File: src/rtl/ltssm_config.svh
`ifndef LTSSM_CONFIG_SVH
`define LTSSM_CONFIG_SVH

// Link geometry
`define LTSSM_NUM_LANES   4
`define LTSSM_DATA_WIDTH  8   // 8 or 16 bits per lane per cycle

// Timers and count settings
`define LTSSM_COUNT_WIDTH 16

`endif
File: src/rtl/phy_lane_pkg.sv
`include "ltssm_config.svh"

package phy_lane_pkg;

  // One bit per lane
  typedef logic [`LTSSM_NUM_LANES-1:0] lane_mask_t;

  // One lane's word
  typedef logic [`LTSSM_DATA_WIDTH-1:0] lane_data_t;

  // All lanes, lane 0 in the low bits
  typedef logic [`LTSSM_NUM_LANES*`LTSSM_DATA_WIDTH-1:0] lane_bus_t;

  // Code n enables lanes below 2**n
  typedef logic [1:0] active_code_t;

endpackage

File: src/rtl/link_state_pkg.sv
package link_state_pkg;

  // Controller states, encoded as on the ltssm_state debug port
  typedef enum logic [3:0] {
    IDLE     = 4'd0,
    WAIT_CLK = 4'd1,
    SWITCH   = 4'd2,
    P0_TS1   = 4'd3,
    P0_TS2   = 4'd4,
    P0_SDS   = 4'd5,
    P0       = 4'd6,
    P0_EXIT  = 4'd7,
    P1       = 4'd8,
    P1_EXIT  = 4'd9
  } ltssm_state_t;

  // ------------------------------
  // Ordered set symbols
  localparam logic [7:0] TSX_BYTE0 = 8'hBC;  // Leads both TS1 and TS2
  localparam logic [7:0] TS1_BYTEX = 8'h4A;
  localparam logic [7:0] TS2_BYTEX = 8'h45;
  localparam logic [7:0] SDS_BYTE0 = 8'hE7;
  localparam logic [7:0] SDS_BYTEX = 8'h55;

  localparam int OS_LEN = 16;  // Bytes per ordered set

endpackage

File: src/rtl/slink_ltssm_top.sv
`include "ltssm_config.svh"

module slink_ltssm_top (
  input  logic                          clk,
  input  logic                          reset,
  input  logic                          enable,
  input  logic                          phy_clk_ready,
  input  phy_lane_pkg::lane_mask_t      phy_tx_ready,
  input  phy_lane_pkg::lane_mask_t      phy_rx_ready,
  input  phy_lane_pkg::active_code_t    active_lanes,
  input  logic [`LTSSM_COUNT_WIDTH-1:0] ts1_tx_count,
  input  logic [`LTSSM_COUNT_WIDTH-1:0] ts1_rx_count,
  input  logic [`LTSSM_COUNT_WIDTH-1:0] ts2_tx_count,
  input  logic [`LTSSM_COUNT_WIDTH-1:0] ts2_rx_count,
  input  logic [`LTSSM_COUNT_WIDTH-1:0] switch_time,
  input  logic [`LTSSM_COUNT_WIDTH-1:0] exit_time,
  input  phy_lane_pkg::lane_mask_t      rx_ts1_seen,
  input  phy_lane_pkg::lane_mask_t      rx_ts2_seen,
  input  phy_lane_pkg::lane_mask_t      rx_sds_seen,
  input  logic                          enter_px_state,
  input  logic                          link_active_req,
  input  phy_lane_pkg::lane_bus_t       link_data,
  output logic                          phy_clk_en,
  output logic                          use_phy_clk,
  output phy_lane_pkg::lane_mask_t      phy_tx_en,
  output phy_lane_pkg::lane_mask_t      phy_rx_en,
  output logic                          phy_rx_align,
  output logic                          deskew_enable,
  output logic                          link_wake_n,
  output logic                          effect_update,
  output logic                          in_px_state,
  output logic                          sds_sent,
  output phy_lane_pkg::lane_bus_t       ltssm_data,
  output link_state_pkg::ltssm_state_t  ltssm_state
);
  import phy_lane_pkg::*;

  logic                          enable_sync;
  logic                          clk_ready_sync;
  logic                          all_ready;
  lane_mask_t                    lane_active;
  logic                          lanes_on;
  logic                          os_end;
  lane_data_t                    pattern;
  logic [`LTSSM_COUNT_WIDTH-1:0] ts1_count;
  logic [`LTSSM_COUNT_WIDTH-1:0] ts2_count;
  logic                          sds_seen;

  lane_ready_monitor u_lane_ready_monitor (
    .clk            (clk),
    .reset          (reset),
    .enable         (enable),
    .phy_clk_ready  (phy_clk_ready),
    .phy_tx_ready   (phy_tx_ready),
    .phy_rx_ready   (phy_rx_ready),
    .active_lanes   (active_lanes),
    .enable_sync    (enable_sync),
    .clk_ready_sync (clk_ready_sync),
    .all_ready      (all_ready),
    .lane_active    (lane_active)
  );

  ltssm_fsm u_ltssm_fsm (
    .clk             (clk),
    .reset           (reset),
    .enable_sync     (enable_sync),
    .clk_ready_sync  (clk_ready_sync),
    .all_ready       (all_ready),
    .os_end          (os_end),
    .sds_seen        (sds_seen),
    .ts1_count       (ts1_count),
    .ts2_count       (ts2_count),
    .ts1_tx_count    (ts1_tx_count),
    .ts1_rx_count    (ts1_rx_count),
    .ts2_tx_count    (ts2_tx_count),
    .ts2_rx_count    (ts2_rx_count),
    .switch_time     (switch_time),
    .exit_time       (exit_time),
    .enter_px_state  (enter_px_state),
    .link_active_req (link_active_req),
    .state           (ltssm_state),
    .phy_clk_en      (phy_clk_en),
    .use_phy_clk     (use_phy_clk),
    .lanes_on        (lanes_on),
    .rx_align        (phy_rx_align),
    .deskew_enable   (deskew_enable),
    .link_wake_n     (link_wake_n),
    .effect_update   (effect_update),
    .in_px_state     (in_px_state),
    .sds_sent        (sds_sent)
  );

  ordered_set_gen u_ordered_set_gen (
    .clk     (clk),
    .reset   (reset),
    .state   (ltssm_state),
    .os_end  (os_end),
    .pattern (pattern)
  );

  rx_training_counter u_rx_training_counter (
    .clk         (clk),
    .reset       (reset),
    .state       (ltssm_state),
    .rx_ts1_seen (rx_ts1_seen),
    .rx_ts2_seen (rx_ts2_seen),
    .rx_sds_seen (rx_sds_seen),
    .ts1_count   (ts1_count),
    .ts2_count   (ts2_count),
    .sds_seen    (sds_seen)
  );

  tx_lane_mux u_tx_lane_mux (
    .clk         (clk),
    .reset       (reset),
    .state       (ltssm_state),
    .lane_active (lane_active),
    .pattern     (pattern),
    .link_data   (link_data),
    .ltssm_data  (ltssm_data)
  );

  // ------------------------------
  // Lane enables follow the active mask
  assign phy_tx_en = lane_active & {`LTSSM_NUM_LANES{lanes_on}};
  assign phy_rx_en = lane_active & {`LTSSM_NUM_LANES{lanes_on}};

endmodule

File: src/rtl/tx_lane_mux.sv
`include "ltssm_config.svh"

module tx_lane_mux (
  input  logic                         clk,
  input  logic                         reset,
  input  link_state_pkg::ltssm_state_t state,
  input  phy_lane_pkg::lane_mask_t     lane_active,
  input  phy_lane_pkg::lane_data_t     pattern,
  input  phy_lane_pkg::lane_bus_t      link_data,
  output phy_lane_pkg::lane_bus_t      ltssm_data
);
  import link_state_pkg::*;
  import phy_lane_pkg::*;

  localparam int W = `LTSSM_DATA_WIDTH;

  lane_bus_t data_sel;
  logic      pass_link;

  assign pass_link = (state == P0) || (state == P0_EXIT);

  for (genvar i = 0; i < `LTSSM_NUM_LANES; i++) begin : g_lane
    assign data_sel[i*W +: W] = !lane_active[i] ? {W{1'b0}} :
                                pass_link       ? link_data[i*W +: W] : pattern;
  end

  // Output register toward the PHY
  always_ff @(posedge clk or posedge reset) begin
    if (reset) begin
      ltssm_data <= '0;
    end else begin
      ltssm_data <= data_sel;
    end
  end

endmodule

File: src/rtl/rx_training_counter.sv
`include "ltssm_config.svh"

module rx_training_counter (
  input  logic                          clk,
  input  logic                          reset,
  input  link_state_pkg::ltssm_state_t  state,
  input  phy_lane_pkg::lane_mask_t      rx_ts1_seen,
  input  phy_lane_pkg::lane_mask_t      rx_ts2_seen,
  input  phy_lane_pkg::lane_mask_t      rx_sds_seen,
  output logic [`LTSSM_COUNT_WIDTH-1:0] ts1_count,
  output logic [`LTSSM_COUNT_WIDTH-1:0] ts2_count,
  output logic                          sds_seen
);
  import link_state_pkg::*;

  always_ff @(posedge clk or posedge reset) begin
    if (reset) begin
      ts1_count <= '0;
      ts2_count <= '0;
      sds_seen  <= 1'b0;
    end else begin
      // Every lane must agree, counts saturate
      if (state != P0_TS1) begin
        ts1_count <= '0;
      end else if (&rx_ts1_seen && !(&ts1_count)) begin
        ts1_count <= ts1_count + 1'b1;
      end

      if (!(state inside {P0_TS1, P0_TS2})) begin
        ts2_count <= '0;
      end else if (&rx_ts2_seen && !(&ts2_count)) begin
        ts2_count <= ts2_count + 1'b1;
      end

      if (state == P0_TS1) begin
        sds_seen <= 1'b0;
      end else if (state == P0_TS2 && rx_sds_seen[0]) begin
        sds_seen <= 1'b1;  // Lane 0 only
      end
    end
  end

endmodule

File: src/rtl/ordered_set_gen.sv
`include "ltssm_config.svh"

module ordered_set_gen (
  input  logic                         clk,
  input  logic                         reset,
  input  link_state_pkg::ltssm_state_t state,
  output logic                         os_end,
  output phy_lane_pkg::lane_data_t     pattern
);
  import link_state_pkg::*;

  localparam int               BYTES = `LTSSM_DATA_WIDTH / 8;
  localparam int               CNT_W = $clog2(OS_LEN);
  localparam logic [CNT_W-1:0] STEP  = CNT_W'(BYTES);
  localparam logic [CNT_W-1:0] LAST  = CNT_W'(OS_LEN - BYTES);

  logic [CNT_W-1:0] byte_cnt;
  logic             training;
  logic             first_word;

  assign training   = state inside {P0_TS1, P0_TS2, P0_SDS};
  assign first_word = (byte_cnt == '0);
  assign os_end     = (byte_cnt == LAST);  // Count sits at zero outside training

  always_ff @(posedge clk or posedge reset) begin
    if (reset) begin
      byte_cnt <= '0;
    end else if (!training || os_end) begin
      byte_cnt <= '0;
    end else begin
      byte_cnt <= byte_cnt + STEP;
    end
  end

  // Byte 0 of the word goes on the wire first
  always_comb begin
    pattern = '0;
    for (int b = 0; b < BYTES; b++) begin
      case (state)
        P0_TS1:  pattern[8*b +: 8] = (first_word && b == 0) ? TSX_BYTE0 : TS1_BYTEX;
        P0_TS2:  pattern[8*b +: 8] = (first_word && b == 0) ? TSX_BYTE0 : TS2_BYTEX;
        P0_SDS:  pattern[8*b +: 8] = (first_word && b == 0) ? SDS_BYTE0 : SDS_BYTEX;
        default: pattern[8*b +: 8] = 8'h00;
      endcase
    end
  end

endmodule

File: src/rtl/ltssm_fsm.sv
`include "ltssm_config.svh"

module ltssm_fsm (
  input  logic                          clk,
  input  logic                          reset,
  input  logic                          enable_sync,
  input  logic                          clk_ready_sync,
  input  logic                          all_ready,
  input  logic                          os_end,
  input  logic                          sds_seen,
  input  logic [`LTSSM_COUNT_WIDTH-1:0] ts1_count,
  input  logic [`LTSSM_COUNT_WIDTH-1:0] ts2_count,
  input  logic [`LTSSM_COUNT_WIDTH-1:0] ts1_tx_count,
  input  logic [`LTSSM_COUNT_WIDTH-1:0] ts1_rx_count,
  input  logic [`LTSSM_COUNT_WIDTH-1:0] ts2_tx_count,
  input  logic [`LTSSM_COUNT_WIDTH-1:0] ts2_rx_count,
  input  logic [`LTSSM_COUNT_WIDTH-1:0] switch_time,
  input  logic [`LTSSM_COUNT_WIDTH-1:0] exit_time,
  input  logic                          enter_px_state,
  input  logic                          link_active_req,
  output link_state_pkg::ltssm_state_t  state,
  output logic                          phy_clk_en,
  output logic                          use_phy_clk,
  output logic                          lanes_on,
  output logic                          rx_align,
  output logic                          deskew_enable,
  output logic                          link_wake_n,
  output logic                          effect_update,
  output logic                          in_px_state,
  output logic                          sds_sent
);
  import link_state_pkg::*;

  ltssm_state_t                  next_state;
  logic [`LTSSM_COUNT_WIDTH-1:0] count;
  logic [`LTSSM_COUNT_WIDTH-1:0] count_in;
  logic                          use_phy_clk_in;
  logic                          phy_clk_en_in;
  logic                          lanes_on_in;
  logic                          deskew_in;
  logic                          wake_n_in;
  logic                          effect_in;
  logic                          ts2_started;

  assign ts2_started = |ts2_count;  // Far end has moved on to TS2

  always_ff @(posedge clk or posedge reset) begin
    if (reset) begin
      state         <= IDLE;
      count         <= '0;
      use_phy_clk   <= 1'b0;
      phy_clk_en    <= 1'b0;
      lanes_on      <= 1'b0;
      rx_align      <= 1'b0;
      deskew_enable <= 1'b0;
      link_wake_n   <= 1'b1;
      effect_update <= 1'b0;
      in_px_state   <= 1'b0;
    end else begin
      state         <= next_state;
      count         <= count_in;
      use_phy_clk   <= use_phy_clk_in;
      phy_clk_en    <= phy_clk_en_in;
      lanes_on      <= lanes_on_in;
      rx_align      <= (next_state == P0_TS1);  // Align only while sending TS1
      deskew_enable <= deskew_in;
      link_wake_n   <= wake_n_in;
      effect_update <= effect_in;
      in_px_state   <= (state == P1);
    end
  end

  always_comb begin
    next_state     = state;
    count_in       = count;
    use_phy_clk_in = use_phy_clk;
    phy_clk_en_in  = phy_clk_en;
    lanes_on_in    = lanes_on;
    deskew_in      = deskew_enable;
    wake_n_in      = 1'b0;
    effect_in      = 1'b0;

    case (state)
      // ------------------------------
      // Bring-up
      IDLE: begin
        wake_n_in     = 1'b1;
        phy_clk_en_in = 1'b0;
        lanes_on_in   = 1'b0;
        count_in      = '0;
        if (enable_sync) begin
          phy_clk_en_in = 1'b1;
          wake_n_in     = 1'b0;
          deskew_in     = 1'b0;
          next_state    = WAIT_CLK;
        end
      end
      WAIT_CLK: begin
        deskew_in = 1'b0;
        count_in  = '0;
        if (clk_ready_sync) begin
          use_phy_clk_in = 1'b1;
          next_state     = SWITCH;
        end
      end
      SWITCH: begin
        deskew_in = 1'b0;
        if (count == switch_time) begin
          lanes_on_in = 1'b1;  // Then wait on the PHY for as long as it takes
          if (all_ready) begin
            count_in   = '0;
            next_state = P0_TS1;
          end
        end else begin
          count_in = count + 1'b1;
        end
      end
      // ------------------------------
      // Training, timer counts whole ordered sets
      P0_TS1: begin
        deskew_in = 1'b1;
        if (os_end) begin
          if ((count == ts1_tx_count) || ts2_started) begin
            if ((ts1_count >= ts1_rx_count) || ts2_started) begin
              count_in   = '0;
              next_state = P0_TS2;
            end
          end else begin
            count_in = count + 1'b1;
          end
        end
      end
      P0_TS2: begin
        if (os_end) begin
          if ((count == ts2_tx_count) || sds_seen) begin
            if ((ts2_count >= ts2_rx_count) || sds_seen) begin
              count_in   = '0;
              next_state = P0_SDS;
            end
          end else begin
            count_in = count + 1'b1;
          end
        end
      end
      P0_SDS: begin
        if (os_end) begin
          next_state = P0;
        end
      end
      // ------------------------------
      // Active and low power
      P0: begin
        wake_n_in = 1'b1;
        if (enter_px_state) begin
          count_in   = '0;
          next_state = P0_EXIT;
        end
      end
      P0_EXIT: begin
        wake_n_in = 1'b1;
        if (count == exit_time) begin
          lanes_on_in = 1'b0;
          deskew_in   = 1'b0;
          effect_in   = 1'b1;
          count_in    = '0;
          next_state  = P1;
        end else begin
          count_in = count + 1'b1;
        end
      end
      P1: begin
        wake_n_in = 1'b1;
        if (link_active_req) begin
          lanes_on_in = 1'b1;
          deskew_in   = 1'b1;
          wake_n_in   = 1'b0;
          next_state  = P1_EXIT;
        end
      end
      P1_EXIT: begin
        if (all_ready) begin
          count_in   = '0;
          next_state = P0_TS1;
        end
      end
      default: begin
        next_state = IDLE;
      end
    endcase

    // Losing enable wins over everything
    if (!enable_sync) begin
      use_phy_clk_in = 1'b0;
      lanes_on_in    = 1'b0;
      deskew_in      = 1'b0;
      next_state     = IDLE;
    end
  end

  assign sds_sent = (state == P0_SDS) && (next_state == P0);  // Last word of the SDS set

endmodule

File: src/rtl/lane_ready_monitor.sv
`include "ltssm_config.svh"

module lane_ready_monitor (
  input  logic                       clk,
  input  logic                       reset,
  input  logic                       enable,
  input  logic                       phy_clk_ready,
  input  phy_lane_pkg::lane_mask_t   phy_tx_ready,
  input  phy_lane_pkg::lane_mask_t   phy_rx_ready,
  input  phy_lane_pkg::active_code_t active_lanes,
  output logic                       enable_sync,
  output logic                       clk_ready_sync,
  output logic                       all_ready,
  output phy_lane_pkg::lane_mask_t   lane_active
);
  import phy_lane_pkg::*;

  localparam int SYNC_W = 2 + 2 * `LTSSM_NUM_LANES;

  logic [SYNC_W-1:0] sync_ff1;
  logic [SYNC_W-1:0] sync_ff2;
  lane_mask_t        tx_ready_sync;
  lane_mask_t        rx_ready_sync;

  // Two flop synchroniser on every asynchronous status bit
  always_ff @(posedge clk or posedge reset) begin
    if (reset) begin
      sync_ff1 <= '0;
      sync_ff2 <= '0;
    end else begin
      sync_ff1 <= {enable, phy_clk_ready, phy_tx_ready, phy_rx_ready};
      sync_ff2 <= sync_ff1;
    end
  end

  assign {enable_sync, clk_ready_sync, tx_ready_sync, rx_ready_sync} = sync_ff2;

  always_comb begin
    for (int i = 0; i < `LTSSM_NUM_LANES; i++) begin
      lane_active[i] = i < (1 << active_lanes);
    end
  end

  // Inactive lanes must also report not ready
  assign all_ready = (tx_ready_sync == lane_active) && (rx_ready_sync == lane_active);

endmodule

File: config.mk
export PLATFORM = sky130hd
export DESIGN_NAME = slink_ltssm_top
export DESIGN_NICKNAME = d
export VERILOG_FILES = /design/src/rtl/phy_lane_pkg.sv /design/src/rtl/link_state_pkg.sv /design/src/rtl/slink_ltssm_top.sv /design/src/rtl/tx_lane_mux.sv /design/src/rtl/rx_training_counter.sv /design/src/rtl/ordered_set_gen.sv /design/src/rtl/ltssm_fsm.sv /design/src/rtl/lane_ready_monitor.sv
export VERILOG_INCLUDE_DIRS = /design/src /design/src/rtl
export SDC_FILE = /design/constraint.sdc
export NUM_CORES = 1
export LEC_CHECK = 0
export ABC_AREA = 1
export BUFFER_PORTS_ARGS = -buffer_cell sky130_fd_sc_hd__buf_2
export CORE_ASPECT_RATIO = 1.2
export CORE_MARGIN = 8
export CORE_UTILIZATION = 47
export CTS_BUF_LIST = sky130_fd_sc_hd__clkbuf_8
export DETAILED_ROUTE_END_ITERATION = 8
export PLACE_DENSITY_LB_ADDON = 0.12
export REMOVE_ABC_BUFFERS = 1
export SETUP_SLACK_MARGIN = 0.05
export SLEW_MARGIN = 25
export SYNTH_ARGS = -nofsm -noshare
export SYNTH_HDL_FRONTEND = slang
export SYNTH_SLANG_ARGS = --single-unit
File: constraint.sdc
create_clock -name clk -period 3.6 [get_ports clk]
set_clock_uncertainty 0.1 [all_clocks]
set_input_delay 0.36 -clock clk [delete_from_list [all_inputs] [get_ports clk]]
set_output_delay 0.36 -clock clk [all_outputs]
set_load 0.02 [all_outputs]
==> run metrics <==
status finished, final reports clean; R2R cell count 13; Critical Path AT 2650 ps; nets@finish 1639; largest net degree at the start of global routing 66; Routed WL per cell 14.47 um; synth unique cells 40; synth top area cells dfrtp_1 33%, nand2_1 13%, inv_1 7.4%; CP max stage delay 550 ps; Final HPWL DP 17740 um; grt ovf 0; PortBufs 204; clock transition at the registers of the reported paths 80 ps; CTS max path bufs 2; Fmax achieved 321.7 MHz; Most common cell on crit path nand2_1; Final Non-Filler Cells 1682; worst hold stages 3; leakage power 0.005732 uW; DRC 0; Max Cap Violations 0; FFs w/ async S/R, synth 100.0%; global-route wire length before repair 39800 um; pre-CTS setup slack 952.2 ps; final setup margin 491.8 ps; Ys Warns 0; GRT Total Usage 21.14%; Worst-Margin Slew 709.4 ps; peak supply drop 186.5 uV; Final setup viols 0; die height 164.8 um; layout cells sized above 1 19.89%; Yosys top cell by area dfrtp_1; CTS buffer count 17; Setup Fix Bufs, Post-CTS 0; TritonCTS clock tree yes; I/O pin count 208; die area 0.02308 sq mm; ANT cells 0; syn_area_per_cell 6.917 sq um; most instantiated cells after synthesis 297 x nand2_1, 171 x inv_1, 168 x nor2_1; register area share after synthesis 33.77%; Netlist Area Pre-Place 0.008673 sq mm; Hold WC Path Type primary input to flop; initial antenna violation count 1; CP max stage cell dfrtp_1; Yosys reg bits 117; Std-Cell Rows 54; RSZ-0062 raised after global routing false; Slew Viols, Final 0; top-count cell post-synth nand2_1; Final Hold Fails 0; Initial Util 47.90%; worst-skew pair later-pin latency 450 ps; Slew headroom 52.71%; 1st-iter DRT viols 563; CP Capture Type output port; startpoint type of the worst setup path flop; H-tree depth 4; Tcrit/Tclk final 86.34%; DR vias 8559; post-synth top area share 33.47%; CP cell instances inv_1, nand2_1, nand2_1, nor2_1, nand2_1, nor2_2, nand2_2, nand2_1, nand3_1, nand2_1, nand2_1, nand2_1, nor2_1, buf_2; number of synthesized flops with an enable pin 0; PD cells 301.6 mW/mm^2; Die X 140.0 um; vias in the first global route 8156; root buffer cell clkbuf_8; P&R area growth vs syn 17.89%; core area 0.01811 sq mm; cell count after synthesis 1254; final wirelength 24340 um; CTS sink count 117; Synth Flop Type dfrtp_1; Post-DRT Antenna Nets 0; setup_tns 0 ps; crit path time final 3108 ps; Final GP Congestion 0.8853; Setup CP Type flop to output port; WP data required 3140 ps; vias per cell 5.089; DRT Pass-1 Iters 5; dpl cells 1639; CP max FO 18
[report_power, final]
part	internal (uW)	switching [uW]	leakage (uW)
registers	1350	33.6	0.00158
logic	180	305	0.00396
clock network	584	629	0.000192
[cell families (layout without fill, tap and decap cells)]
group,Yosys count,after routing,synth area share (%)
simple gates,693,693,35.98
buf+inv,234,438,11.69
flops,117,117,33.77
compound gates,110,110,6.737
xor+xnor,62,62,6.347
fa+ha+maj,38,38,5.482
[path summary, 6_finish.rpt]
| path | startpoint | endpoint | slack (ps) |
|---|---|---|---|
| max | u_ltssm_fsm.count[14] | sds_sent | 490 |
| min | link_data[22] | u_tx_lane_mux.ltssm_data[22] | 30 |
| max reg2reg | u_ltssm_fsm.count[12] | u_ltssm_fsm.count[0] | 1020 |
| min reg2reg | u_lane_ready_monitor.sync_ff1[4] | u_lane_ready_monitor.sync_ff2[4] | 250 |
| max in group asynchronous | reset | u_ltssm_fsm.link_wake_n | 2090 |
| min in group asynchronous | reset | u_rx_training_counter.ts1_count[5] | 480 |
[layout by cell type, fill, tap and decap left out, types with 3 or more instances in the layout]
cell type      Yosys  routed
inv_2             11      11
nand4_1           63      63
dlygate4sd3_1      0      11
buf_2             12     204
nor2_1           168     168
nor2_4             9       9
xor2_1            60      60
buf_4             18       7
o21ai_0           37      37
nand3_1           98      98
nor2_2             8       8
dfrtp_1          116     116
clkinvlp_4         0       3
o21a_1             5       5
inv_6              0       3
clkbuf_8           0      18
nor3_1            30      30
a31oi_1            3       3
inv_1            171     170
o21ai_1           14      14
nand2_1          297     297
clkinv_4           0       3
ha_1              38      38
nand2_2            5       5
nand2_4            5       5
a21oi_1           44      44
inv_8              0       3
[sequential cells by signal, indices dropped and copies added (netlist names), 4 cells and up]
register / cells
u_tx_lane_mux.ltssm_data: 32
u_ltssm_fsm.count: 16
u_rx_training_counter.ts1_count: 16
u_rx_training_counter.ts2_count: 16
u_lane_ready_monitor.sync_ff1: 10
u_lane_ready_monitor.sync_ff2: 10
u_ltssm_fsm.state: 4
u_ordered_set_gen.byte_cnt: 4
[per-layer routing]
layer  vias to the layer above  global-route usage [%]  part of all wire, %
met4                         2                   6.970                  1.2
met3                        25                   4.772                  6.3
met2                       270                   37.19                   51
met1                      3882                   25.15                   42
li1                       4380                       -                    -
met5                         -                       0                0.041
[cell type report]
class,count,area (sq um)
Sequential cell,117,2929
Inverter,183,689.4
Clock buffer,18,247.7
Tap cell,224,280.3
Clock inverter,14,143.9
Multi-Input combinational cell,903,4731
Timing Repair Buffer,223,1204
Fill cell,1786,7883
[repair_timing]
| item | CTS | global route |
|---|---|---|
| endpoints found under the hold margin | 62 | 0 |
| resized for setup | 0 | 0 |
| hold buffers | 11 | 0 |
| setup endpoints to repair | 0 | 0 |
[per-stage QoR]
| step | area, sq um | total power [uW] | hold WS, ps | utilization [%] |
|---|---|---|---|---|
| final | 10220 | 3084 | 34.10 | 56.47 |
| after global routing | 10220 | 3232 | 18.79 | 56.47 |
| after CTS | 10220 | 3121 | 3.677 | 56.47 |
| after detailed placement | 9723 | 1890 | 235.5 | 53.70 |
| after global placement | 9723 | 1883 | 232.4 | 53.70 |
| after floorplan | 8347 | 1678 | 231.2 | - |
[worst max-delay path: cells and delay by family (launching register included)]
kind / cells / cell delay (ps)
buf+inv: 2 / 310
flops: 1 / 550
simple gates: 12 / 1320
Power figures use the tool's default switching activity.
